File: src/source/color_settings.svh
`ifndef COLOR_SETTINGS_SVH
`define COLOR_SETTINGS_SVH

// lane count must stay a power of two
`define COLOR_NUM_LANES   4
`define COLOR_LANE_BITS   2
`define COLOR_LANE_DEPTH  16

`define COLOR_VID_W       6
`define COLOR_DEG_W       8
`define COLOR_COLOR_W     6   // 0..32
`define COLOR_MAP_W       32
`define COLOR_FIFO_DEPTH  4

`define COLOR_APB_AW      8
`define COLOR_REG_CTRL    'h0
`define COLOR_REG_TASKS   'h4
`define COLOR_REG_DONE    'h8
`define COLOR_REG_BAD     'hC

`endif
File: src/source/color_pkg.sv
`default_nettype none

`include "color_settings.svh"

package color_pkg;

   // code 2'b11 is not a task
   typedef enum logic [1:0] {
      set_degree     = 2'd0,
      receive_degree = 2'd1,
      receive_color  = 2'd2
   } task_kind_t;

   // 28 bits
   typedef struct packed {
      task_kind_t                kind;
      logic [`COLOR_VID_W-1:0]   vid;    // locale
      logic [`COLOR_VID_W-1:0]   nid;    // sending neighbor
      logic [`COLOR_DEG_W-1:0]   deg;    // own degree on set_degree
      logic [`COLOR_COLOR_W-1:0] color;
   } color_task_t;

   // 12 bits
   typedef struct packed {
      logic [`COLOR_VID_W-1:0]   vid;
      logic [`COLOR_COLOR_W-1:0] color;
   } color_result_t;

   // 57 bits, one per vertex
   typedef struct packed {
      logic [`COLOR_DEG_W-1:0] degree;
      logic [`COLOR_DEG_W-1:0] pend_deg;  // neighbor degrees still to come
      logic [`COLOR_DEG_W-1:0] pend_col;  // outranking colors still to come
      logic [`COLOR_MAP_W-1:0] bitmap;    // colors taken by neighbors
      logic                    colored;
   } vertex_rec_t;

endpackage

`default_nettype wire

File: src/source/color_dispatch.sv
`timescale 1ns/1ps
`default_nettype none

`include "color_settings.svh"

module color_dispatch import color_pkg::*; (
   input  wire logic                        enable,
   input  wire logic                        task_valid,
   output logic                             task_ready,
   input  wire color_task_t                 task_data,
   output logic [`COLOR_NUM_LANES-1:0]      lane_task_valid,
   input  wire logic [`COLOR_NUM_LANES-1:0] lane_task_ready,
   output color_task_t                      lane_task_data,
   output logic                             task_accepted,
   output logic                             task_rejected
);
   localparam int idx_w = `COLOR_VID_W - `COLOR_LANE_BITS;

   logic [`COLOR_LANE_BITS-1:0] lane_sel;
   logic [idx_w-1:0]            rec_idx;
   logic                        kind_ok;
   logic                        bad;

   assign lane_sel = task_data.vid[`COLOR_LANE_BITS-1:0];  // low bits pick the lane
   assign rec_idx  = task_data.vid[`COLOR_VID_W-1:`COLOR_LANE_BITS];
   assign kind_ok  = task_data.kind inside {set_degree, receive_degree, receive_color};
   assign bad      = !kind_ok || (int'(rec_idx) >= `COLOR_LANE_DEPTH);

   // bad tasks are swallowed right away
   assign task_ready     = enable && (bad || lane_task_ready[lane_sel]);
   assign lane_task_data = task_data;

   always_comb begin
      lane_task_valid = '0;
      if (enable && task_valid && !bad) begin
         lane_task_valid[lane_sel] = 1'b1;
      end
   end

   assign task_accepted = task_valid && task_ready && !bad;
   assign task_rejected = task_valid && task_ready && bad;

endmodule

`default_nettype wire

File: config.mk
export PLATFORM = sky130hd
export DESIGN_NAME = color_dispatch
export DESIGN_NICKNAME = d
export VERILOG_FILES = /design/src/source/color_pkg.sv /design/src/source/color_dispatch.sv
export VERILOG_INCLUDE_DIRS = /design/src /design/src/source
export SDC_FILE = /design/constraint.sdc
export NUM_CORES = 1
export LEC_CHECK = 0
export ABC_AREA = 1
export BUFFER_PORTS_ARGS = -buffer_cell sky130_fd_sc_hd__buf_2
export CAP_MARGIN = 5
export CORE_AREA = 4 4 41 43
export DETAILED_ROUTE_END_ITERATION = 10
export DIE_AREA = 0 0 45 47
export PLACE_DENSITY = 0.8
export REMOVE_ABC_BUFFERS = 1
export SYNTH_ARGS = -nofsm -noshare
export SYNTH_HDL_FRONTEND = slang
export SYNTH_SLANG_ARGS = --single-unit
File: constraint.sdc
create_clock -name vclk -period 0.8
set_input_delay 0.04 -clock vclk [all_inputs]
set_output_delay 0.04 -clock vclk [all_outputs]
set_load 0.005 [all_outputs]
==> impl_metrics.ini <==
[min_path]
hp-class = in -> out

[floorplanning]
core-area_sq_mm = 0.001301
start_util_pct = 23.27
die-area_sq_mm = 0.002115
die_y_um = 47
rows = 13
chipWidth_um = 45
num_io_pins = 69

[logic_synthesis]
ys_top_cells_by_area = buf_4, nand3_1, nor3_1
ys_types = 8
yosysTopAreaCellShare_pct = 69.42
yosysWarnings = 0
ys_seq_area_share_pct = 0
ys_top_cells_by_count = buf_4, nand3_1, nand2_1, nor2_1, nor3_1
syn_area_sq_um = 302.8
synth_most_common_cell = buf_4
synth_area_leader_cell = buf_4
synthCells = 49
syn_avg_cell_area_sq_um = 6.179

[cells_and_area]
instances_no_fill = 57
syn_to_final_growth_pct = -21.07
antennaDiodeCount = 0
num-clock-buffers = 0
utilization_pct = 18.37
drive_gt1_share_pct = 64.29
stdcell_area_sq_um = 239.0
n_sequential_cell = 0
seqCellArea_sq_um = 0
num-fill-cells = 152
nNetsFinal = 78

[clock_network]
cts_hold_buf = 0
cts_setup_buffers = 0
cts_resized = 0

[drt]
wl_um = 1132
routedWlPerCell_um = 19.86
drcViolationCount = 0
vias = 266
via_per_inst = 4.667
drtPass1Iterations = 3
drt-initial-drc-count = 4
drtAntennaViolNets = 0

[placed_design]
placement.cell_area_sq_um = 216.5
dp.cells = 57
hpwl_um = 972.5
place_congestion = 0.6014
io_buffer_count = 21
dp_slack_ps = 40.60

[sta]
worst_slew_pin_slew_ps = 149.2
drv_slew = 0
worst_slack_ps = 71.59
period_share_pct = 91.05
period_needed_ps = 728.4
hold_viol_final = 0
timing.fmax_mhz = 1373
setup_viol = 0
max_slew_margin_pct = 89.98

[critical_path]
critical_path.slowest_cell = buf_2
critical_path_class = in -> out
crit_arrival_ps = 690
crit_path_max_incr_delay_ps = 150
crit_path_start_kind = input pin
worstSetupEndpointType = output port
critPathRequiredTime_ps = 760
critPathMaxFanout = 7
path_cells = buf_2 -> nor2_1 -> nand2_1 -> nand3_2 -> nor2_2 -> nor2_1 -> buf_2

[global_route]
grt_pass1_vias = 272
overflow = 0
grt_max_degree = 8
grtUsageTotal_pct = 10.23
grt_pass1_wl_um = 1442
antenna_found_initial = 0

[pwr]
ir_worst_vdd_v = 0.0001098
switchingPower_w = 0.00005758
power_density_mw_per_mm2 = 454.1
p_comb_share_pct = 100.0
p_seq_share_pct = 0
p_clk_share_pct = 0
p_leak_nw = 0.1471
swShare_pct = 53.06
internal-power_w = 0.00005095

[flow_run]
maxCapViolCount = 0

[run_status]
outcome = complete, no violations
==> critical path: cells and delay by family <==
family | cells | cell delay, ps
simple gates | 5 | 370
buf+inv | 2 | 270
==> per-stage QoR <==
stage / power, W / hold slack (ps) / TNS, ps
finish: 0.0001085 / 80.09 / 0
detailed placement: 0.00009800 / 80.14 / 0
floorplan: 0.00003448 / 80.00 / 0
global placement: 0.00009572 / 80.14 / 0
CTS: 0.00009864 / 80.14 / 0
global route: 0.0001223 / 80.03 / -0.8598
==> metal layers <==
metal / global-route usage, % / share of wire [%] / vias to the layer above
met4: 0 / 0 / 0
met5: 0 / 0 / -
met1: 14.61 / 44 / 112
met2: 9.040 / 25 / 42
met3: 12.64 / 30 / 0
li1: - / - / 112
==> power by group through the flow <==
| stage | sequential, W | combinational [W] | clock (W) |
|---|---|---|---|
| finish | 0 | 0.000109 | 0 |
| global route | 0 | 0.000122 | 0 |
| CTS | 0 | 0.0000986 | 0 |
| detailed placement | 0 | 0.0000980 | 0 |
| global placement | 0 | 0.0000957 | 0 |
| floorplan | 0 | 0.0000345 | 0 |
==> cells by family (layout without fill, tap and decap cells) <==
family / Yosys count / in the layout / synth area share, %
buffers and inverters: 31 / 24 / 73.14
and+or+nand+nor: 18 / 18 / 26.86
==> final cells by class <==
cell class                      count  area (sq um)  share of cell area (%)
Timing Repair Buffer               21         107.6                   45.03
Inverter                            3         11.26                   4.712
Tap cell                           15         18.77                   7.853
Multi-Input combinational cell     18         101.3                   42.41
==> placed cells by master (no fill, tap or decap) <==
cell type	synthesis	final
inv_2	2	2
nor3_1	4	4
nor2_2	1	1
nand2_2	0	1
buf_4	28	1
nand3_2	0	1
nand3_4	0	1
inv_1	1	1
buf_2	0	20
nor2_1	4	4
nand2_1	4	3
nand3_1	5	3
==> final timing paths <==
check | from | end | slack [ps] | cells past startpoint
worst max-delay path | task_data[20] | task_accepted | 70 | 7
worst min-delay path | task_data[9] | lane_task_data[9] | 80 | 0
Power figures use the tool's default switching activity.
