[config.mk]
export PLATFORM = sky130hd
export DESIGN_NAME = color_regs
export DESIGN_NICKNAME = d
export VERILOG_FILES = /design/src/source/color_regs.sv
export VERILOG_INCLUDE_DIRS = /design/src /design/src/source
export SDC_FILE = /design/constraint.sdc
export NUM_CORES = 1
export LEC_CHECK = 0
export BUFFER_PORTS_ARGS = -buffer_cell sky130_fd_sc_hd__buf_2
export CAP_MARGIN = 25
export CELL_PAD_IN_SITES_DETAIL_PLACEMENT = 2
export CELL_PAD_IN_SITES_GLOBAL_PLACEMENT = 2
export CORE_MARGIN = 5
export CORE_UTILIZATION = 36
export CTS_CLUSTER_SIZE = 40
export DETAILED_ROUTE_END_ITERATION = 8
export PLACE_DENSITY = 0.92
export SLEW_MARGIN = 20
export SYNTH_ARGS = -nofsm -noshare
export SYNTH_HDL_FRONTEND = slang
export SYNTH_SLANG_ARGS = --single-unit
[constraint.sdc]
create_clock -name clk -period 2.95 [get_ports clk]
set_input_delay 0.1475 -clock clk [delete_from_list [all_inputs] [get_ports clk]]
set_output_delay 0.1475 -clock clk [all_outputs]
set_load 0.005 [all_outputs]
[src/source/color_settings.svh]
`ifndef COLOR_SETTINGS_SVH
`define COLOR_SETTINGS_SVH

// lane count must stay a power of two
`define COLOR_NUM_LANES   4
`define COLOR_LANE_BITS   2
`define COLOR_LANE_DEPTH  16

`define COLOR_VID_W       6
`define COLOR_DEG_W       8
`define COLOR_COLOR_W     6   // 0..32
`define COLOR_MAP_W       32
`define COLOR_FIFO_DEPTH  4

`define COLOR_APB_AW      8
`define COLOR_REG_CTRL    'h0
`define COLOR_REG_TASKS   'h4
`define COLOR_REG_DONE    'h8
`define COLOR_REG_BAD     'hC

`endif
[src/source/color_regs.sv]
`timescale 1ns/1ps
`default_nettype none

`include "color_settings.svh"

module color_regs (
   input  wire logic                     clk,
   input  wire logic                     rstn,
   input  wire logic                     psel,
   input  wire logic                     penable,
   input  wire logic                     pwrite,
   input  wire logic [`COLOR_APB_AW-1:0] paddr,
   input  wire logic [31:0]              pwdata,
   output logic [31:0]                   prdata,
   output logic                          pready,
   output logic                          pslverr,
   input  wire logic                     task_accepted,
   input  wire logic                     task_rejected,
   input  wire logic                     result_sent,
   output logic                          enable
);
   logic [31:0] task_cnt;
   logic [31:0] done_cnt;
   logic [31:0] bad_cnt;
   logic        addr_hit;
   logic        wr_ctrl;
   logic        clr;

   assign addr_hit = paddr inside {`COLOR_REG_CTRL, `COLOR_REG_TASKS,
                                   `COLOR_REG_DONE, `COLOR_REG_BAD};
   assign pready   = 1'b1;   // no wait states
   assign pslverr  = psel && penable && !addr_hit;

   assign wr_ctrl = psel && penable && pwrite && (paddr == `COLOR_REG_CTRL);
   assign clr     = wr_ctrl && pwdata[1];   // bit 1 self clears

   always_comb begin
      case (paddr)
         `COLOR_REG_CTRL:  prdata = {31'b0, enable};
         `COLOR_REG_TASKS: prdata = task_cnt;
         `COLOR_REG_DONE:  prdata = done_cnt;
         `COLOR_REG_BAD:   prdata = bad_cnt;
         default:          prdata = '0;
      endcase
   end

   always_ff @(posedge clk) begin
      if (!rstn) begin
         enable <= 1'b0;
      end else if (wr_ctrl) begin
         enable <= pwdata[0];
      end
   end

   // counters saturate never, they just wrap
   always_ff @(posedge clk) begin
      if (!rstn || clr) begin
         task_cnt <= '0;
         done_cnt <= '0;
         bad_cnt  <= '0;
      end else begin
         if (task_accepted) task_cnt <= task_cnt + 1'b1;
         if (result_sent)   done_cnt <= done_cnt + 1'b1;
         if (task_rejected) bad_cnt  <= bad_cnt + 1'b1;
      end
   end

endmodule

`default_nettype wire

==> results.json <==
{
  "post-route-drc-count": 0,
  "tritoncts": "done",
  "synthesis.nets": 709,
  "finish.cell_count_without_fillers": 871,
  "hold_violations": 0,
  "yosysSeqAreaShare": 0.358,
  "postSynthRegisterBits": 97,
  "hold_path_startpoint": "pwdata[0]",
  "comb_power_share": 0.042,
  "synth_cells": 658,
  "maximum_number_of_buffers_from_clock_root_to_sink": 2,
  "ys.warnings.count": 0,
  "cts-buffers-inserted": 9,
  "worst-r2r-setup-slack_ns": 0.51,
  "asyncSetResetFlopFracSynth": 0,
  "number_of_failing_setup_endpoints_in_the_final_timing_report": 0,
  "cts_setup_buffers": 0,
  "overflow": 0,
  "fin_crit_share": 0.826,
  "crit_path_max_fanout": 18,
  "timing.hold.worst_endpoint": "enable$_SDFFE_PN0P_",
  "dieArea_um2": 17600,
  "wirelength_mm": 21.3,
  "postCtsHoldBufs": 0,
  "filler_cell_count": 1620,
  "switchingPower_uw": 674,
  "worstPathRequired_ns": 3.24,
  "critPathArrivalTime_ns": 2.72,
  "synth_top_flop_cell": "sky130_fd_sc_hd__dfxtp_1",
  "cp-start-kind": "flop",
  "period_needed_ns": 2.44,
  "num_vias": 5477,
  "slew_violations": 0,
  "final_hpwl_from_detailed_placement_mm": 13.8,
  "floorplan.rows": 44,
  "crit_startpoint": "bad_cnt[0]$_SDFFE_PP0P_",
  "outcome": "completed",
  "rsz0062_at_grt": "no",
  "initial_antenna_violation_count": 0,
  "design.portCount": 83,
  "drt-vias-per-instance": 6.29,
  "antenna_cells_inserted": 0,
  "first_pass_grt_wire_length_mm": 33.9,
  "mostFrequentLayoutCell": "sky130_fd_sc_hd__dfxtp_1",
  "design.final.nets": 733,
  "worst-r2r-cell-count": 5,
  "timing.setup.tns_ns": 0,
  "worstSkewPairLatency_ns": 0.38,
  "r2r-end": "bad_cnt[30]$_SDFFE_PP0P_",
  "gpl.final_weighted_congestion": 0.858,
  "port_buffer_count": 51,
  "clock_skew_after_layout_ns": 0.0184,
  "max_slew.worst_pin.slew_ns": 0.664,
  "drt_first_iter_violations": 388,
  "fp.dieH_um": 133,
  "post_route_cells_drive_above_1_share": 0.164,
  "hp-class": "in2reg",
  "hold-path-cell-count": 3,
  "switching_share": 0.241,
  "cts-resized-gates": 0,
  "cts_root_buf": "sky130_fd_sc_hd__clkbuf_16",
  "flow.area_growth_from_synthesis_pct": 13.2,
  "cellPowerDensity_nw_per_um2": 456,
  "slew_headroom": 0.556,
  "synth-edff-count": 0,
  "firstDrtPassIters": 4,
  "mostFrequentLayoutCells": "sky130_fd_sc_hd__dfxtp_1 (97), sky130_fd_sc_hd__nor2_1 (77), sky130_fd_sc_hd__buf_2 (51)",
  "syn-mean-instance-area_um2": 8.24,
  "crit-reg2reg-launch": "bad_cnt[0]$_SDFFE_PP0P_",
  "final_antenna_net_count": 0,
  "timing.critical_path.to_type": "flop",
  "grt_start_max_net_pins": 89,
  "cts_max_level": 3,
  "p_seq_frac": 0.477,
  "clkPwrFrac": 0.481,
  "wire_per_inst_um": 24.4,
  "syn-cell-area_um2": 5420,
  "clk_pin_slew_ns": 0.08,
  "power.leakage_nw": 1.95,
  "peakVddDrop_mv": 0.461,
  "max_cap_violations": 0,
  "synth.lib_cells_used.distinct": 39,
  "initial_core_util": 0.370,
  "die_extent_in_x_um": 133,
  "track_usage": 0.241,
  "numPlacedInstances": 855,
  "clkSinkCount": 97,
  "core-area_um2": 14600,
  "timing.fmax_mhz": 410,
  "power.internal_mw": 2.13,
  "critPathKind": "reg2reg",
  "grt_pass1_vias": 6057
}
## registers in the layout (all words and copies together), names as in the netlist
signal,flops
task_cnt,32
done_cnt,32
enable,1
bad_cnt,32
## cell type report
cell class                      instances  area (µm²)  area share
Multi-Input combinational cell        500        3230       0.527
Sequential cell                        97        1940       0.316
Timing Repair Buffer                   60         348      0.0567
Clock buffer                           10         239      0.0389
Tap cell                              184         230      0.0375
Clock inverter                          6        91.3      0.0149
Inverter                               14        52.6     0.00856
## worst max-delay path: stages (launching register included)
cell and delay [ns]:
sky130_fd_sc_hd__dfxtp_1 0.51, sky130_fd_sc_hd__ha_1 0.22, sky130_fd_sc_hd__and3_1 0.30, sky130_fd_sc_hd__nand2_1 0.44, sky130_fd_sc_hd__or4_1 0.66, sky130_fd_sc_hd__a21oi_1 0.21
## per-layer routing
metal	up-vias	track usage	wire, µm	share of wire
li1	2511	-	-	-
met1	2751	0.264	8310	0.39
met2	151	0.433	11100	0.52
met3	64	0.0573	929	0.044
met4	0	0.125	973	0.046
met5	-	0	0	0
## through the flow
| stage | hold WS [ns] | util | instance area, µm² | setup WS (ns) | power (mW) |
|---|---|---|---|---|---|
| 2_1_floorplan | 0.276 | - | 5420 | 1.05 | 1.43 |
| 4_1_cts | 0.0436 | 0.419 | 6140 | 0.532 | 2.82 |
| 5_1_grt | 0.0491 | 0.419 | 6140 | 0.372 | 2.88 |
| 6_report | 0.0556 | 0.419 | 6140 | 0.513 | 2.80 |
| 3_3_place_gp | 0.404 | 0.397 | 5810 | 0.782 | 1.47 |
| 3_5_place_dp | 0.452 | 0.397 | 5810 | 0.613 | 1.48 |
## cell usage after synthesis, types with 13 or more instances
| library cell | count | area [µm²] |
|---|---|---|
| sky130_fd_sc_hd__a21oi_1 | 49 | 245 |
| sky130_fd_sc_hd__a22oi_1 | 31 | 233 |
| sky130_fd_sc_hd__and4_1 | 14 | 123 |
| sky130_fd_sc_hd__buf_2 | 13 | 65.1 |
| sky130_fd_sc_hd__clkbuf_1 | 31 | 116 |
| sky130_fd_sc_hd__dfxtp_1 | 97 | 1940 |
| sky130_fd_sc_hd__inv_1 | 14 | 52.6 |
| sky130_fd_sc_hd__mux2_2 | 27 | 304 |
| sky130_fd_sc_hd__nand2_1 | 34 | 128 |
| sky130_fd_sc_hd__nand3_1 | 29 | 145 |
| sky130_fd_sc_hd__nand4_1 | 36 | 225 |
| sky130_fd_sc_hd__nor2_1 | 77 | 289 |
| sky130_fd_sc_hd__o21ai_0 | 17 | 85.1 |
| sky130_fd_sc_hd__o31ai_1 | 37 | 278 |
| sky130_fd_sc_hd__or3_1 | 13 | 81.3 |
| sky130_fd_sc_hd__or4_1 | 39 | 293 |
| sky130_fd_sc_hd__xnor2_1 | 19 | 166 |
| sky130_fd_sc_hd__xor2_1 | 21 | 184 |
## cell families after synthesis
logic type	count (synthesis)	synth area share
AOI/OAI and AO/OA	142	0.167
xor gates and xnor gates	40	0.0646
adders and majority gates	3	0.00693
buffers and inverters	61	0.0476
DFF	97	0.358
muxes	35	0.0732
other	1	0.000692
and+or+nand+nor	279	0.282
## power groups by stage
stage               Sequential, mW  Clock, mW  Combinational, mW
floorplan                     1.36          0             0.0751
global placement              1.36          0              0.108
detailed placement            1.36          0              0.116
CTS                           1.33       1.37              0.118
global route                  1.34       1.42              0.127
finish                        1.33       1.35              0.118
## worst max path at each step
stage | depth (start not counted) | slack [ns] | endpoint
floorplan | 6 | 1.05 | task_cnt[30]$_SDFFE_PP0P_
global placement | 4 | 0.78 | task_cnt[31]$_SDFFE_PP0P_
detailed placement | 5 | 0.61 | bad_cnt[28]$_SDFFE_PP0P_
CTS | 5 | 0.53 | bad_cnt[30]$_SDFFE_PP0P_
global route | 5 | 0.37 | bad_cnt[30]$_SDFFE_PP0P_
finish | 5 | 0.51 | bad_cnt[30]$_SDFFE_PP0P_
No activity file was read; power rests on OpenSTA's default activity.
