`config.mk`:
```
export PLATFORM = sky130hd
export DESIGN_NAME = color_lane
export DESIGN_NICKNAME = d
export VERILOG_FILES = /design/src/source/color_pkg.sv /design/src/source/color_lane.sv /design/src/source/color_fifo.sv
export VERILOG_INCLUDE_DIRS = /design/src /design/src/source
export SDC_FILE = /design/constraint.sdc
export NUM_CORES = 2
export LEC_CHECK = 0
export ABC_AREA = 1
export BUFFER_PORTS_ARGS = -buffer_cell sky130_fd_sc_hd__buf_2
export CORE_MARGIN = 8
export CORE_UTILIZATION = 34
export CTS_CLUSTER_SIZE = 25
export DETAILED_ROUTE_END_ITERATION = 8
export HOLD_SLACK_MARGIN = 0.02
export SYNTH_ARGS = -nofsm -noshare
export SYNTH_HDL_FRONTEND = slang
export SYNTH_SLANG_ARGS = --single-unit
```
`constraint.sdc`:
```
create_clock -name clk -period 7.63 [get_ports clk]
set_input_delay 1.1445 -clock clk [delete_from_list [all_inputs] [get_ports clk]]
set_output_delay 1.1445 -clock clk [all_outputs]
set_load 0.03 [all_outputs]
```
`src/source/color_settings.svh`:
```
`ifndef COLOR_SETTINGS_SVH
`define COLOR_SETTINGS_SVH

// lane count must stay a power of two
`define COLOR_NUM_LANES   4
`define COLOR_LANE_BITS   2
`define COLOR_LANE_DEPTH  16

`define COLOR_VID_W       6
`define COLOR_DEG_W       8
`define COLOR_COLOR_W     6   // 0..32
`define COLOR_MAP_W       32
`define COLOR_FIFO_DEPTH  4

`define COLOR_APB_AW      8
`define COLOR_REG_CTRL    'h0
`define COLOR_REG_TASKS   'h4
`define COLOR_REG_DONE    'h8
`define COLOR_REG_BAD     'hC

`endif
```
`src/source/color_pkg.sv`:
```
`default_nettype none

`include "color_settings.svh"

package color_pkg;

   // code 2'b11 is not a task
   typedef enum logic [1:0] {
      set_degree     = 2'd0,
      receive_degree = 2'd1,
      receive_color  = 2'd2
   } task_kind_t;

   // 28 bits
   typedef struct packed {
      task_kind_t                kind;
      logic [`COLOR_VID_W-1:0]   vid;    // locale
      logic [`COLOR_VID_W-1:0]   nid;    // sending neighbor
      logic [`COLOR_DEG_W-1:0]   deg;    // own degree on set_degree
      logic [`COLOR_COLOR_W-1:0] color;
   } color_task_t;

   // 12 bits
   typedef struct packed {
      logic [`COLOR_VID_W-1:0]   vid;
      logic [`COLOR_COLOR_W-1:0] color;
   } color_result_t;

   // 57 bits, one per vertex
   typedef struct packed {
      logic [`COLOR_DEG_W-1:0] degree;
      logic [`COLOR_DEG_W-1:0] pend_deg;  // neighbor degrees still to come
      logic [`COLOR_DEG_W-1:0] pend_col;  // outranking colors still to come
      logic [`COLOR_MAP_W-1:0] bitmap;    // colors taken by neighbors
      logic                    colored;
   } vertex_rec_t;

endpackage

`default_nettype wire

```
`src/source/color_lane.sv`:
```
`timescale 1ns/1ps
`default_nettype none

`include "color_settings.svh"

module color_lane import color_pkg::*; (
   input  wire logic          clk,
   input  wire logic          rstn,
   input  wire logic          in_valid,
   output logic               in_ready,
   input  wire color_task_t   in_data,
   output logic               res_valid,
   input  wire logic          res_ready,
   output color_result_t      res_data
);
   localparam int idx_w = `COLOR_VID_W - `COLOR_LANE_BITS;

   color_task_t               hd;
   logic                      hd_valid;
   logic                      push_ready;
   logic                      apply;
   logic                      outranks;
   logic                      finish;
   logic [idx_w-1:0]          idx;
   vertex_rec_t               recs [`COLOR_LANE_DEPTH];
   vertex_rec_t               rec;
   vertex_rec_t               upd;
   vertex_rec_t               wr;
   logic [`COLOR_COLOR_W-1:0] pick;
   color_result_t             res_in;

   // lowest free color, 32 when every bit is taken
   function automatic logic [`COLOR_COLOR_W-1:0] lowest_clear(
      input logic [`COLOR_MAP_W-1:0] map
   );
      logic [`COLOR_COLOR_W-1:0] c;
      c = `COLOR_COLOR_W'(`COLOR_MAP_W);
      for (int i = `COLOR_MAP_W - 1; i >= 0; i--) begin
         if (!map[i]) c = `COLOR_COLOR_W'(i);
      end
      return c;
   endfunction

   color_fifo #(
      .payload_t (color_task_t),
      .depth     (`COLOR_FIFO_DEPTH)
   ) u_task_fifo (
      .clk       (clk),
      .rstn      (rstn),
      .in_valid  (in_valid),
      .in_ready  (in_ready),
      .in_data   (in_data),
      .out_valid (hd_valid),
      .out_ready (apply),
      .out_data  (hd)
   );

   assign idx   = hd.vid[`COLOR_VID_W-1:`COLOR_LANE_BITS];
   assign rec   = recs[idx];
   assign apply = hd_valid && push_ready;   // hold head while results are full

   // higher degree wins, lower id breaks a tie
   assign outranks = (hd.deg > rec.degree) ||
                     ((hd.deg == rec.degree) && (hd.nid < hd.vid));

   always_comb begin
      upd = rec;
      case (hd.kind)
         set_degree: begin
            upd          = '0;
            upd.degree   = hd.deg;
            upd.pend_deg = hd.deg;
         end
         receive_degree: begin
            upd.pend_deg = rec.pend_deg - 1'b1;
            if (outranks) upd.pend_col = rec.pend_col + 1'b1;
         end
         receive_color: begin
            if (outranks) begin
               upd.pend_col = rec.pend_col - 1'b1;
               upd.bitmap   = rec.bitmap | (`COLOR_MAP_W'(1) << hd.color);
            end
         end
         default: ;
      endcase
   end

   assign finish = apply && (upd.pend_deg == '0) && (upd.pend_col == '0) && !upd.colored;
   assign pick   = lowest_clear(upd.bitmap);

   always_comb begin
      wr = upd;
      if (finish) wr.colored = 1'b1;
   end

   always_ff @(posedge clk) begin
      if (!rstn) begin
         for (int i = 0; i < `COLOR_LANE_DEPTH; i++) recs[i] <= '0;
      end else if (apply) begin
         recs[idx] <= wr;
      end
   end

   assign res_in.vid   = hd.vid;
   assign res_in.color = pick;

   color_fifo #(
      .payload_t (color_result_t),
      .depth     (`COLOR_FIFO_DEPTH)
   ) u_res_fifo (
      .clk       (clk),
      .rstn      (rstn),
      .in_valid  (finish),
      .in_ready  (push_ready),
      .in_data   (res_in),
      .out_valid (res_valid),
      .out_ready (res_ready),
      .out_data  (res_data)
   );

endmodule

`default_nettype wire

```
`src/source/color_fifo.sv`:
```
`timescale 1ns/1ps
`default_nettype none

module color_fifo #(
   parameter type payload_t = logic [7:0],
   parameter int  depth     = 4
) (
   input  wire logic     clk,
   input  wire logic     rstn,
   input  wire logic     in_valid,
   output logic          in_ready,
   input  wire payload_t in_data,
   output logic          out_valid,
   input  wire logic     out_ready,
   output payload_t      out_data
);
   localparam int ptr_w = (depth > 1) ? $clog2(depth) : 1;
   localparam int cnt_w = $clog2(depth + 1);

   payload_t         mem [depth];
   logic [ptr_w-1:0] wr_ptr;
   logic [ptr_w-1:0] rd_ptr;
   logic [cnt_w-1:0] count;
   logic             push;
   logic             pop;

   assign in_ready  = (count != cnt_w'(depth));
   assign out_valid = (count != '0);
   assign out_data  = mem[rd_ptr];
   assign push      = in_valid && in_ready;
   assign pop       = out_valid && out_ready;

   always_ff @(posedge clk) begin
      if (push) mem[wr_ptr] <= in_data;
   end

   always_ff @(posedge clk) begin
      if (!rstn) begin
         wr_ptr <= '0;
         rd_ptr <= '0;
         count  <= '0;
      end else begin
         if (push) wr_ptr <= (wr_ptr == ptr_w'(depth - 1)) ? '0 : wr_ptr + 1'b1;
         if (pop)  rd_ptr <= (rd_ptr == ptr_w'(depth - 1)) ? '0 : rd_ptr + 1'b1;
         if (push && !pop)      count <= count + 1'b1;
         else if (pop && !push) count <= count - 1'b1;
      end
   end

endmodule

`default_nettype wire

```
==> results.md <==
* Routed wire per std cell at 24.6 um
* Relative slew slack at 21.9%
* Register bit total from synthesis at 1090
* Setup Viol. Count Final at 0
* Worst path slowest cell: o21bai_2
* Vias in the first global route at 31663
* Worst path max stage delay at 0.39 ns
* Placed cells at 5705
* Wl on met1 at 58000 um
* CTS tree: built
* CTS Buf Count at 110
* Post-CTS Hold Fix Bufs at 0
* # fillers at 13114
* Hold crit path type: register to register
* Final worst-path cycle share at 92.1%
* Total Routing Usage GR at 18.5%
* Reg clk slew, reported paths at 0.06 ns
* Initial Util at 34.2%
* CP most frequent cell: nand2_1
* CP Data Arrival Time at 7.64 ns
* Largest net degree at the start of global routing at 127
* Leak pwr at 18.5 nW
* Worst r2r path cells at 40
* Syn_nets at 4125
* Hold-critical path depth at 2
* I/O Buffers at 45
* Syn Area/Cell at 11.6 sq um
* Crit. End Element: register
* Commonest non-fill, non-tap cell in the layout: edfxtp_1
* P per Cell Area at 424 nW/um^2
* Via count at 32723
* Setup_tns at 0 ns
* Worst Path Required at 8.24 ns
* Met2 WL at 69100 um
* Top Family by Delay on Critical Path: simple AND/OR/NAND/NOR gates
* Final ANT Viol Nets at 0
* Clk_lat worst skew at 0.71 ns
* I/O pins at 46
* RSZ-0062 raised after global routing: false
* Placed cell area at 49000 sq um
* Synth Flop Type: edfxtp_1
* Fin. Hold Viols at 0
* Number of cell rows at 136
* Drc violations at 0
* Critical path class: register to register
* IR drop worst, VDD at 0.288 mV
* Post-Synthesis Cells at 4063
* Met3 WL at 12700 um
* Placer Congestion at 0.884
* Design area at 52600 sq um
* CTS Root Buffer Type: clkbuf_16
* Startpoint Class: register
* Die height at 388 um
* Worst Max-Slew Pin Slew at 1.17 ns
* Ys async rst share at 0%
* Core area at 137000 sq um
* Initial antenna violation count at 0
* Area Growth Syn to Fin at 11.7%
* First-pass iteration count of the detailed router at 6
* Setup Skew at 0.0398 ns
* Finished Layout Cells at 5911
* Layout Nets at 4085
* Top layer in use: met4
* Post-synth EDFFs at 1072
* Synthesized area at 47000 sq um
* Post-DP HPWL at 77900 um
* Die Area at 151000 sq um
* Min Clock Period, post-route at 7.02 ns
* Commonest non-fill, non-tap cells in the layout: edfxtp_1 (1072), nor2_1 (991), nand2_1 (524), a22oi_1 (354), a21oi_1 (161)
* H-tree levels at 3
* DR iter-0 viols at 3811
* Total power at 0.0223 W
* Max Clk Rate at 0.142 GHz
* Status: completed
* Antenna diodes at 0
* Slew Viols, Final at 0
* Synth unique cells at 66
* Via density at 5.54
* First-pass GRT wire length at 212000 um
* GRT overflow at 0
* Maxcap violations at 0
* Setup slack, reg-to-reg at 0.61 ns
* CP Buf/Inv Count at 10
* Clock sink count at 1090
* Post-Route WL at 145000 um
* Critical path depth at 40
* Max clock buf depth at 3
* Register area share after synthesis at 69.2%
* Ys Warns at 0
* Crit-path max FO at 33
* Layout cells sized above 1 at 9.93%
* Die span in x at 388 um
[cell type report]
type	count	area (sq um)	area share (%)
well taps	1794	2240	4.27
repair buffers	138	961	1.83
clock inverters	82	647	1.23
clock buffers	124	2850	5.42
inverters	176	697	1.33
multi-input cells	2507	12600	24.0
flip-flops and latches	1090	32600	61.9
[routing by layer]
layer	up-vias	track usage (%)
met2	1741	31.1
met3	323	2.73
met5	-	0
met1	16287	24.2
li1	14372	-
met4	0	6.89
[cell usage after synthesis, types with 7 or more instances]
| library cell | n | area share, % |
|---|---|---|
| a21oi_1 | 161 | 1.7 |
| a22oi_1 | 354 | 5.6 |
| buf_1 | 12 | 0.096 |
| buf_2 | 52 | 0.55 |
| buf_4 | 33 | 0.53 |
| buf_6 | 17 | 0.41 |
| clkbuf_1 | 176 | 1.4 |
| clkinv_1 | 7 | 0.056 |
| dfxtp_1 | 18 | 0.77 |
| edfxtp_1 | 1072 | 68 |
| ha_1 | 28 | 0.74 |
| inv_1 | 134 | 1.1 |
| inv_2 | 32 | 0.26 |
| nand2_1 | 541 | 4.3 |
| nand3_1 | 57 | 0.61 |
| nand4_1 | 18 | 0.24 |
| nor2_1 | 996 | 7.9 |
| nor3_1 | 8 | 0.085 |
| nor4_1 | 28 | 0.37 |
| o21a_1 | 8 | 0.13 |
| o21ai_0 | 108 | 1.1 |
| o21ai_1 | 7 | 0.074 |
| o22ai_1 | 99 | 1.3 |
[stage by stage]
| stage | setup slack (ns) | hold WS [ns] | utilization [%] |
|---|---|---|---|
| after floorplan | 1.37 | 0.459 | - |
| after global placement | 0.459 | 0.484 | 35.7 |
| after detailed placement | 0.382 | 0.481 | 35.7 |
| after CTS | 0.303 | 0.492 | 38.2 |
| after global routing | 0.0282 | 0.536 | 38.2 |
| final | 0.605 | 0.490 | 38.2 |
[sequential cells by signal, summed over array words and instances (netlist names), named ones only]
register / flops
u_task_fifo.count: 3
u_res_fifo.mem: 48
u_task_fifo.rd_ptr: 2
u_task_fifo.wr_ptr: 2
u_res_fifo.wr_ptr: 2
u_task_fifo.mem: 112
u_res_fifo.count: 3
u_res_fifo.rd_ptr: 2
recs: 912
[report_power, final]
part	total [W]	switching, W	internal, W
Clock	0.00530	0.00237	0.00293
Combinational	0.00951	0.00738	0.00213
Sequential	0.00749	0.000191	0.00730
[kinds of logic after synthesis]
kind of cell,synth area share [%]
flops,69.2
simple gates,14.6
xor+xnor,0.112
buf+inv,4.40
fa+ha+maj,0.830
compound gates,10.9
[tightest hold or removal path: cells and delay by family, from the launching register on]
family | cells | cell delay (ns)
DFF | 1 | 0.31
buffers and inverters | 1 | 0.07
AOI/OAI and AO/OA | 1 | 0.06
[worst paths after layout]
path                                                        from                          endpoint
worst min register to register  u_res_fifo.count[2]$_SDFFE_PN0P_  u_res_fifo.count[2]$_SDFFE_PN0P_
worst min-delay path            u_res_fifo.count[2]$_SDFFE_PN0P_  u_res_fifo.count[2]$_SDFFE_PN0P_
worst max register to register                          register  u_res_fifo.count[2]$_SDFFE_PN0P_
worst max-delay path                                    register  u_res_fifo.count[2]$_SDFFE_PN0P_
[what timing repair did]
item / CTS / global route
buffers inserted: 0 / 0
resized for setup: 0 / 11
endpoints found under the setup margin: 0 / 10
Power figures use the tool's default switching activity.
