`src/source/color_settings.svh`:
```
`ifndef COLOR_SETTINGS_SVH
`define COLOR_SETTINGS_SVH

// lane count must stay a power of two
`define COLOR_NUM_LANES   4
`define COLOR_LANE_BITS   2
`define COLOR_LANE_DEPTH  16

`define COLOR_VID_W       6
`define COLOR_DEG_W       8
`define COLOR_COLOR_W     6   // 0..32
`define COLOR_MAP_W       32
`define COLOR_FIFO_DEPTH  4

`define COLOR_APB_AW      8
`define COLOR_REG_CTRL    'h0
`define COLOR_REG_TASKS   'h4
`define COLOR_REG_DONE    'h8
`define COLOR_REG_BAD     'hC

`endif
```
`src/source/color_pkg.sv`:
```
`default_nettype none

`include "color_settings.svh"

package color_pkg;

   // code 2'b11 is not a task
   typedef enum logic [1:0] {
      set_degree     = 2'd0,
      receive_degree = 2'd1,
      receive_color  = 2'd2
   } task_kind_t;

   // 28 bits
   typedef struct packed {
      task_kind_t                kind;
      logic [`COLOR_VID_W-1:0]   vid;    // locale
      logic [`COLOR_VID_W-1:0]   nid;    // sending neighbor
      logic [`COLOR_DEG_W-1:0]   deg;    // own degree on set_degree
      logic [`COLOR_COLOR_W-1:0] color;
   } color_task_t;

   // 12 bits
   typedef struct packed {
      logic [`COLOR_VID_W-1:0]   vid;
      logic [`COLOR_COLOR_W-1:0] color;
   } color_result_t;

   // 57 bits, one per vertex
   typedef struct packed {
      logic [`COLOR_DEG_W-1:0] degree;
      logic [`COLOR_DEG_W-1:0] pend_deg;  // neighbor degrees still to come
      logic [`COLOR_DEG_W-1:0] pend_col;  // outranking colors still to come
      logic [`COLOR_MAP_W-1:0] bitmap;    // colors taken by neighbors
      logic                    colored;
   } vertex_rec_t;

endpackage

`default_nettype wire

```
`src/source/color_collect.sv`:
```
`timescale 1ns/1ps
`default_nettype none

`include "color_settings.svh"

module color_collect import color_pkg::*; (
   input  wire logic                                 clk,
   input  wire logic                                 rstn,
   input  wire logic [`COLOR_NUM_LANES-1:0]          lane_res_valid,
   output logic [`COLOR_NUM_LANES-1:0]               lane_res_ready,
   input  wire color_result_t [`COLOR_NUM_LANES-1:0] lane_res_data,
   output logic                                      result_valid,
   input  wire logic                                 result_ready,
   output color_result_t                             result_data,
   output logic                                      result_sent
);
   logic [`COLOR_LANE_BITS-1:0] ptr;
   logic [`COLOR_LANE_BITS-1:0] gnt;
   logic                        found;

   // first valid lane at or after ptr
   always_comb begin
      logic [`COLOR_LANE_BITS-1:0] cand;
      gnt   = ptr;
      found = 1'b0;
      for (int i = 0; i < `COLOR_NUM_LANES; i++) begin
         cand = ptr + `COLOR_LANE_BITS'(i);   // wraps, lane count is 2**n
         if (!found && lane_res_valid[cand]) begin
            gnt   = cand;
            found = 1'b1;
         end
      end
   end

   assign result_valid = found;
   assign result_data  = lane_res_data[gnt];
   assign result_sent  = result_valid && result_ready;

   always_comb begin
      lane_res_ready = '0;
      if (found) lane_res_ready[gnt] = result_ready;
   end

   always_ff @(posedge clk) begin
      if (!rstn) begin
         ptr <= '0;
      end else if (result_sent) begin
         ptr <= gnt + 1'b1;   // skip past the winner
      end else if (found) begin
         ptr <= gnt;   // park on a stalled grant
      end
   end

endmodule

`default_nettype wire

```
`config.mk`:
```
export PLATFORM = sky130hd
export DESIGN_NAME = color_collect
export DESIGN_NICKNAME = d
export VERILOG_FILES = /design/src/source/color_pkg.sv /design/src/source/color_collect.sv
export VERILOG_INCLUDE_DIRS = /design/src /design/src/source
export SDC_FILE = /design/constraint.sdc
export NUM_CORES = 1
export LEC_CHECK = 0
export ABC_CLOCK_PERIOD_IN_PS = 2800
export CELL_PAD_IN_SITES_DETAIL_PLACEMENT = 1
export CELL_PAD_IN_SITES_GLOBAL_PLACEMENT = 2
export CORE_UTILIZATION = 29
export DETAILED_ROUTE_END_ITERATION = 8
export DONT_BUFFER_PORTS = 1
export PLACE_DENSITY = 0.75
export SLEW_MARGIN = 15
export SYNTH_ARGS = -nofsm -noshare
export SYNTH_HDL_FRONTEND = slang
export SYNTH_SLANG_ARGS = --single-unit
```
`constraint.sdc`:
```
create_clock -name clk -period 2.8 [get_ports clk]
set_clock_uncertainty 0.05 [all_clocks]
set_input_delay 0.42 -clock clk [delete_from_list [all_inputs] [get_ports clk]]
set_output_delay 0.42 -clock clk [all_outputs]
set_load 0.05 [all_outputs]
```
==> results.yml, run 1 <==
routing:
  antenna_left: 0
  num_vias: 612
  wirelength_mm: 1.51
  dr.pass1.iters: 4
  drc: 0
  wl_per_cell_um: 13.1
  drtIter0Drc: 2
  viasPerCell: 5.32
finish:
  fin_area_um2: 785
  fill_cells: 243
  diodes: 0
  largest_register: "ptr"
  final_core_util_pct: 39.6
  drive_gt1_share_pct: 31.8
  reg_top3: "ptr: 2 flops"
  fin_nets: 145
  largest_reg_flops: 2
  syn2layout_area_growth_pct: 27.7
critical_path:
  r2r-start: "ptr[1]"
  r2r_slack_ns: 0.97
  worst-endpoint-required_ns: 2.33
  worstSetupPathType: "register to output pin"
  arrival_ns: 1.92
  worst-path-max-fanout: 29
  start_kind: "register"
  reg2reg_depth: 6
  worst_setup_path_end_kind: "output pin"
  setup.worst_path.start: "ptr[1]"
yosys:
  synth_nets: 126
  synth_area_leaders: "mux2i_1 59%, dfxtp_1 6.5%, nor3_4 2.6%, buf_4 2.4%, nand2_1 2.4%"
  async_reset_ff_share_pct: 0
  yosysTopAreaCellShare_pct: 58.7
  yosys.cell_count.top_type: "mux2i_1"
  netlist_instances: 71
  syn_avg_cell_area_um2: 8.65
  yosysWarnings: 0
  synth_edf_count: 0
  yosysTopAreaCell: "mux2i_1"
  yosysSeqAreaShare_pct: 6.52
  yosys_most_used_dff: "dfxtp_1"
  synth_area_um2: 614
  yosys_register_bits: 2
  ys_types: 25
  yosys-top-cells-count: "36 x mux2i_1, 4 x nand2_1, 3 x nor2_1"
die:
  rows: 16
  die_h_um: 48.0
  die-width_um: 48.0
  core_mm2: 0.00198
  start_util_pct: 31.0
  dieArea_mm2: 0.00231
  ios: 73
place:
  place_congestion: 0.713
  io_buffers: 0
  place_area_um2: 762
  dp_hpwl_mm: 1.27
worst_hold_path:
  min_from: "rstn"
  hp-class: "primary input to register"
  hold_path_depth: 2
clock_tree:
  postCtsResizedCells: 0
  ctsRootBufferMaster: "clkbuf_4"
  cts_tree: "yes"
  cts_sinks: 2
  postCtsHoldBufs: 0
  htreeDepth: 1
  clkSlewWorstSetupHoldPaths_ns: 0.03
  clockBufferDepth: 2
  clkLatencyLatePin_ns: 0.22
  cts_buffers: 3
  cts_setup_buffers: 0
global_routing:
  overflow: 0
  grt_use_total_pct: 11.8
  grt_max_degree: 30
  antenna_found_initial: 0
  grt_pass1_vias: 549
  grt_pass1_wl_mm: 1.95
power_and_ir_drop:
  pwr-share-clk_pct: 12.3
  seqPwrFrac_pct: 7.2
  p_per_area_mw_per_mm2: 667
  p_int_uw: 228
  switchingPower_uw: 295
  ir_drop_v: 0.000298
  p_leak_nw: 0.370
  sw_frac_of_total_pct: 56.4
  power_frac_comb_pct: 80.5
sta:
  fin_tns_setup_ns: 0
  timing_hold_violations_final: 0
  slew_violations: 0
  period_needed_ns: 2.39
  fmax_ghz: 0.418
  rsz0062_at_grt: "false"
  setup_viol: 0
  period_share_pct: 85.4
  relSlewSlack_pct: 71.6
  tightest_slew_ns: 0.424
flow_run:
  maxCapViolCount: 0
run_status:
  outcome: "finished, final reports clean"
[worst paths after layout]
check                         end
setup / recovery  result_data[10]
hold / removal             ptr[0]
setup reg to reg           ptr[1]
hold reg to reg            ptr[0]
[power groups by stage]
stage / registers [mW] / logic, mW / clock network (mW)
5_1_grt: 0.0382 / 0.446 / 0.0721
6_report: 0.0376 / 0.421 / 0.0641
3_3_place_gp: 0.0379 / 0.421 / 0
3_5_place_dp: 0.0383 / 0.427 / 0
4_1_cts: 0.0377 / 0.427 / 0.0682
2_1_floorplan: 0.0366 / 0.338 / 0
[through the flow]
step,cells,setup WS [ns],power (mW),hold slack (ns)
after floorplan,71,0.132,0.375,0.476
after global placement,112,0.532,0.458,0.504
after detailed placement,112,0.527,0.465,0.518
after CTS,115,0.376,0.533,0.292
after global routing,115,0.256,0.556,0.296
final,115,0.408,0.523,0.297
[layout by cell type, fill, tap and decap left out, drive strengths merged]
| cell type | count |
|---|---|
| or4 | 1 |
| mux2i | 36 |
| buf | 18 |
| xnor2 | 1 |
| and3 | 1 |
| nand2 | 4 |
| nor2b | 2 |
| a21oi | 2 |
| nor3b | 1 |
| or3 | 1 |
| inv | 3 |
| nor2 | 3 |
| o2111ai | 1 |
| or2b | 1 |
| o21ai | 1 |
| a211oi | 2 |
| clkbuf | 3 |
| nand2b | 1 |
| dfxtp | 2 |
| o21a | 1 |
| nor3 | 3 |
[layer usage]
metal  vias up  track usage (%)  wire [um]
li1        296                -          -
met1       273             12.4        569
met2        43             23.2        823
met3         0                0        118
met4         0             6.67          0
met5         -                0          0
[worst max-delay path: stages, from the launching register on]
cell	delay (ns)
dfxtp_1	0.33
or3_1	0.37
o2111ai_1	0.11
nand2_1	0.07
buf_4	0.26
mux2i_1	0.17
mux2i_1	0.16
buf_4	0.22
[cells by family after synthesis]
family | after synthesis | synth area share [%]
DFF | 2 | 6.52
buffers and inverters | 7 | 6.92
and+or+nand+nor | 18 | 18.1
muxes | 36 | 58.7
xor gates and xnor gates | 1 | 1.43
AOI/OAI and AO/OA | 7 | 8.35
[area by class of cell]
type	instances	area, um2	share of cell area [%]
Sequential cell	2	40.0	5.10
Inverter	3	11.3	1.44
Timing Repair Buffer	18	135	17.2
Multi-Input combinational cell	62	542	69.1
Tap cell	27	33.8	4.31
Clock buffer	3	22.5	2.87
(Power assumes the default switching activity.)
==> run 2: changes to the inputs <==
--- a/config.mk
+++ b/config.mk
@@ -9,10 +9,11 @@
 export ABC_CLOCK_PERIOD_IN_PS = 2800
 export CELL_PAD_IN_SITES_DETAIL_PLACEMENT = 1
 export CELL_PAD_IN_SITES_GLOBAL_PLACEMENT = 2
-export CORE_UTILIZATION = 29
+export CORE_UTILIZATION = 31
+export CTS_BUF_LIST = sky130_fd_sc_hd__clkbuf_2
 export DETAILED_ROUTE_END_ITERATION = 8
 export DONT_BUFFER_PORTS = 1
-export PLACE_DENSITY = 0.75
+export PLACE_DENSITY_LB_ADDON = 0.1
 export SLEW_MARGIN = 15
 export SYNTH_ARGS = -nofsm -noshare
 export SYNTH_HDL_FRONTEND = slang
==> run 2 against run 1 <==
  * Routed wire length grew 5.4%
  * Register-to-register slack gained 0.05 ns
  * Global-route usage rose by 2.1 points
  * Hold slack improved by 0.032 ns
  * Clock-buffer cell count unchanged
  * Combinational power up 1%
  * Maximum frequency grew 3.1%
  * Final cell count fell by 0.87%
  * Via count rose by 0.98%
  * Non-clock buffer count grew 1
  * Highest routed layer unchanged
  * Sequential cell count unchanged
  * Largest cell class unchanged
  * Cell area is 0.32% lower
==> results.yml, run 2 (same netlist as run 1, synthesis figures left out) <==
routing:
  wl_per_cell_um: 14.0
  dr.pass1.iters: 3
  drc: 0
  antenna_left: 0
  viasPerCell: 5.42
  drtIter0Drc: 6
  num_vias: 618
  wirelength_mm: 1.59
flow_run:
  maxCapViolCount: 0
finish:
  syn2layout_area_growth_pct: 27.3
  fin_nets: 146
  layout_commonest_cell: "mux2i_1"
  reg_top3: "ptr: 2 flops"
  final_cell_mix: "36 x mux2i_1, 19 x buf_4, 4 x nand2_1, 3 x nor2_1, 3 x clkbuf_2"
  largest_reg_flops: 2
  drive_gt1_share_pct: 32.6
  largest_register: "ptr"
  diodes: 0
clock_tree:
  clkLatencyLatePin_ns: 0.20
  cts_tree: "yes"
  clockBufferDepth: 2
  clkSlewWorstSetupHoldPaths_ns: 0.04
  cts_buffers: 3
  cts_setup_buffers: 0
  ctsRootBufferMaster: "clkbuf_2"
  htreeDepth: 1
  postCtsHoldBufs: 0
  cts_sinks: 2
  postCtsResizedCells: 0
run_status:
  outcome: "finished, final reports clean"
sta:
  rsz0062_at_grt: "false"
  period_share_pct: 82.8
  timing_hold_violations_final: 0
  final.setup.worst_slack_ns: 0.481
  setup_viol: 0
  fin_tns_setup_ns: 0
  relSlewSlack_pct: 71.3
  fmax_ghz: 0.431
  period_needed_ns: 2.32
  slew_violations: 0
  tightest_slew_ns: 0.428
critical_path:
  worst-endpoint-required_ns: 2.33
  cpMaxStageDelayCell: "or3_1"
  slowest_delay_ns: 0.37
  worst-path-buf-inv: 2
  worst_setup_path_end_kind: "output pin"
  worstSetupPathType: "register to output pin"
  path_cells: "or3_1 -> o2111ai_1 -> nand2_1 -> buf_4 -> mux2i_1 -> mux2i_1 -> buf_4"
  start_kind: "register"
  critical_path.top_delay_family: "simple AND/OR/NAND/NOR gates"
  worst-path-max-fanout: 16
  arrival_ns: 1.85
global_routing:
  grt_use_total_pct: 13.9
  grt_pass1_vias: 553
  grt_max_degree: 17
  antenna_found_initial: 0
  overflow: 0
  grt_pass1_wl_mm: 2.20
place:
  io_buffers: 0
  place_congestion: 0.649
  place_ws_ns: 0.527
  dp_hpwl_mm: 1.35
die:
  ios: 73
  rows: 15
  start_util_pct: 34.5
  die-width_um: 46.5
  die_h_um: 46.5
  core_mm2: 0.00178
  dieArea_mm2: 0.00216
power_and_ir_drop:
  p_leak_nw: 0.373
  p_per_area_mw_per_mm2: 651
  ir_drop_v: 0.000310
worst_hold_path:
  hp-class: "primary input to register"
-- run 2: cell types whose count changed in the layout (fill, tap and decap cells not counted) --
cell,previous run,this run
buf_4,18,19
clkbuf_4,3,0
clkbuf_2,0,3
-- run 2: layout make-up --
| cell class | instances | area, um2 |
|---|---|---|
| fillers | 215 | 1000 |
| clock buffers | 3 | 15.0 |
| well taps | 25 | 31.3 |
| inverters | 3 | 11.3 |
| multi-input cells | 62 | 542 |
| repair buffers | 19 | 143 |
| flip-flops and latches | 2 | 40.0 |
-- run 2: worst reg2reg max path: stages, from the launching register on --
cell	delay, ns
dfxtp_1	0.33
or3_1	0.37
o2111ai_1	0.12
nand2_1	0.10
buf_4	0.21
and3_2	0.33
nor3_1	0.20
-- run 2: report_power, final --
group	switching, mW	internal [mW]
clock	0.0183	0.0286
combinational	0.275	0.150
sequential	0.00448	0.0330
total	0.297	0.212
-- run 2: stage by stage --
stage | hold slack (ns) | utilization, % | power [mW] | cells | cell area [um2]
3_3_place_gp | 0.509 | 43.0 | 0.463 | 111 | 767
6_report | 0.329 | 43.9 | 0.509 | 114 | 782
5_1_grt | 0.334 | 43.9 | 0.538 | 114 | 782
2_1_floorplan | 0.476 | - | 0.375 | 71 | 624
4_1_cts | 0.321 | 43.9 | 0.518 | 114 | 782
3_5_place_dp | 0.515 | 43.0 | 0.467 | 111 | 767
-- run 2: metal layers --
layer / GRT usage [%] / up-vias / wire, um
li1: - / 300 / -
met1: 16.9 / 276 / 600
met2: 24.4 / 42 / 865
met3: 1.57 / 0 / 129
met4: 5.29 / 0 / 0
met5: 0 / - / 0
-- run 2: worst paths after layout --
path	endpoint	slack, ns	from	cells after the start
worst max-delay path	result_data[11]	0.48	ptr[1]	7
worst min-delay path	ptr[0]	0.33	rstn	2
worst max register to register	ptr[1]	1.02	ptr[1]	6
worst min register to register	ptr[0]	0.52	ptr[0]	2
==> run 3: changes to the inputs <==
--- a/config.mk
+++ b/config.mk
@@ -6,10 +6,10 @@
 export SDC_FILE = /design/constraint.sdc
 export NUM_CORES = 1
 export LEC_CHECK = 0
-export ABC_CLOCK_PERIOD_IN_PS = 2800
+export ABC_CLOCK_PERIOD_IN_PS = 2400
 export CELL_PAD_IN_SITES_DETAIL_PLACEMENT = 1
 export CELL_PAD_IN_SITES_GLOBAL_PLACEMENT = 2
-export CORE_UTILIZATION = 31
+export CORE_UTILIZATION = 29
 export CTS_BUF_LIST = sky130_fd_sc_hd__clkbuf_2
 export DETAILED_ROUTE_END_ITERATION = 8
 export DONT_BUFFER_PORTS = 1
==> constraint.sdc (replaced) <==
create_clock -name clk -period 2.4 [get_ports clk]
set_clock_uncertainty 0.05 [all_clocks]
set_input_delay 0.36 -clock clk [delete_from_list [all_inputs] [get_ports clk]]
set_output_delay 0.36 -clock clk [all_outputs]
set_load 0.05 [all_outputs]
==> run 3 against run 2 <==
  * Global-route usage fell by 2.4 points
  * Via count increased by 1.6%
  * Largest power group unchanged
  * First-iteration DRC count is 17% lower
  * Register-to-register slack got worse by 0.39 ns
  * Largest cell class unchanged
  * Worst setup slack got worse by 0.32 ns
  * Cell area grew 0.80%
  * Combinational power is 16% higher
  * Die area rose by 6.6%
==> results.yml, run 3 (same netlist as run 1, synthesis figures left out) <==
place:
  io_buffers: 0
  dp_hpwl_mm: 1.35
  place_area_um2: 769
  dpl.cell_count: 113
  place_congestion: 0.612
finish:
  diodes: 0
  reg_top3: "ptr: 2 flops"
  syn2layout_area_growth_pct: 28.3
  largest_reg_flops: 2
  layout_commonest_cell: "mux2i_1"
  final_cell_mix: "36 x mux2i_1, 18 x buf_4, 4 x nand2_1, 3 x nor2_1, 3 x clkbuf_2"
  fill_cells: 235
  finalNonFillerCells: 116
  drive_gt1_share_pct: 32.6
  largest_register: "ptr"
  fin_nets: 146
  fin_area_um2: 788
sta:
  setup_viol: 0
  slew_violations: 0
  tightest_slew_ns: 0.388
  fmax_ghz: 0.447
  timing.hold.ws_ns: 0.267
  period_needed_ns: 2.24
  rsz0062_at_grt: "false"
  period_share_pct: 93.1
  relSlewSlack_pct: 74.0
  timing_hold_violations_final: 0
clock_tree:
  cts_setup_buffers: 0
  htreeDepth: 1
  cts_buffers: 3
  cts_tree: "yes"
  clkSlewWorstSetupHoldPaths_ns: 0.03
  ctsRootBufferMaster: "clkbuf_2"
  cts_sinks: 2
  clockBufferDepth: 2
  postCtsHoldBufs: 0
  clkLatencyLatePin_ns: 0.19
flow_run:
  maxCapViolCount: 0
die:
  rows: 16
  start_util_pct: 31.0
  die_h_um: 48.0
  dieArea_mm2: 0.00231
  ios: 73
  core_mm2: 0.00198
  die-width_um: 48.0
global_routing:
  antenna_found_initial: 0
  overflow: 0
  grt_pass1_wl_mm: 1.88
  grt_pass1_vias: 503
  grt_use_total_pct: 11.5
  grt_max_degree: 30
critical_path:
  worst_setup_path_end_kind: "output pin"
  r2r_slack_ns: 0.63
  arrival_ns: 1.83
  setup.worst_path.start: "ptr[1]"
  worstSetupPathType: "register to output pin"
  start_kind: "register"
  worst-endpoint-required_ns: 1.99
  worst-path-max-fanout: 29
  r2r-start: "ptr[1]"
routing:
  num_vias: 628
  drtIter0Drc: 5
  antenna_left: 0
  wl_per_cell_um: 13.8
  wirelength_mm: 1.61
  viasPerCell: 5.41
  drc: 0
  dr.pass1.iters: 2
worst_hold_path:
  hp-class: "primary input to register"
  min_from: "rstn"
power_and_ir_drop:
  p_leak_nw: 0.374
  p_per_area_mw_per_mm2: 751
  ir_drop_v: 0.000384
run_status:
  outcome: "finished, final reports clean"
[run 3: area by class of cell]
| cell class | instances | area [um2] | area share [%] |
|---|---|---|---|
| clock buffer | 3 | 15.0 | 1.90 |
| inverter | 3 | 11.3 | 1.43 |
| sequential | 2 | 40.0 | 5.08 |
| multi-input combinational | 62 | 542 | 68.7 |
| timing repair buffer | 19 | 146 | 18.6 |
| tap | 27 | 33.8 | 4.29 |
[run 3: report_power, final]
group	switching (mW)	internal, mW	total, mW	leakage, nW
registers	0.00520	0.0386	0.0438	0.0167
logic	0.320	0.175	0.495	0.345
clock network	0.0201	0.0332	0.0533	0.0125
total	0.345	0.247	0.592	0.374
[run 3: worst paths after layout]
kind,end,depth (start not counted)
worst max register to register,ptr[1],6
worst max-delay path,result_data[5],7
worst min-delay path,ptr[0],2
worst min register to register,ptr[0],2
[run 3: layer usage]
layer	vias to the layer above	wire (um)	track usage, %
li1	302	-	-
met1	285	553	11.2
met2	41	871	21.9
met3	0	181	3.77
met4	0	0	5.00
met5	-	0	0
[run 3: through the flow]
stage / power (mW) / worst slack, ns / util [%] / TNS (ns)
3_3_place_gp: 0.537 / 0.336 / 38.8 / 0
4_1_cts: 0.600 / 0.0828 / 39.6 / 0
2_1_floorplan: 0.438 / -0.148 / - / -1.13
5_1_grt: 0.624 / 0.0382 / 39.8 / 0
3_5_place_dp: 0.543 / 0.301 / 38.8 / 0
6_report: 0.592 / 0.165 / 39.8 / 0
[run 3: critical path, cell delays in order, from the launching register on]
cell,delay (ns)
dfxtp_1,0.33
or3_1,0.37
o2111ai_1,0.10
nand2_1,0.08
buf_6,0.21
mux2i_1,0.16
mux2i_1,0.15
buf_4,0.22
[run 3: timing repair]
item,in CTS,in global routing
endpoints found under the hold margin,0,0
gates resized for setup,0,1
setup endpoints to repair,0,5
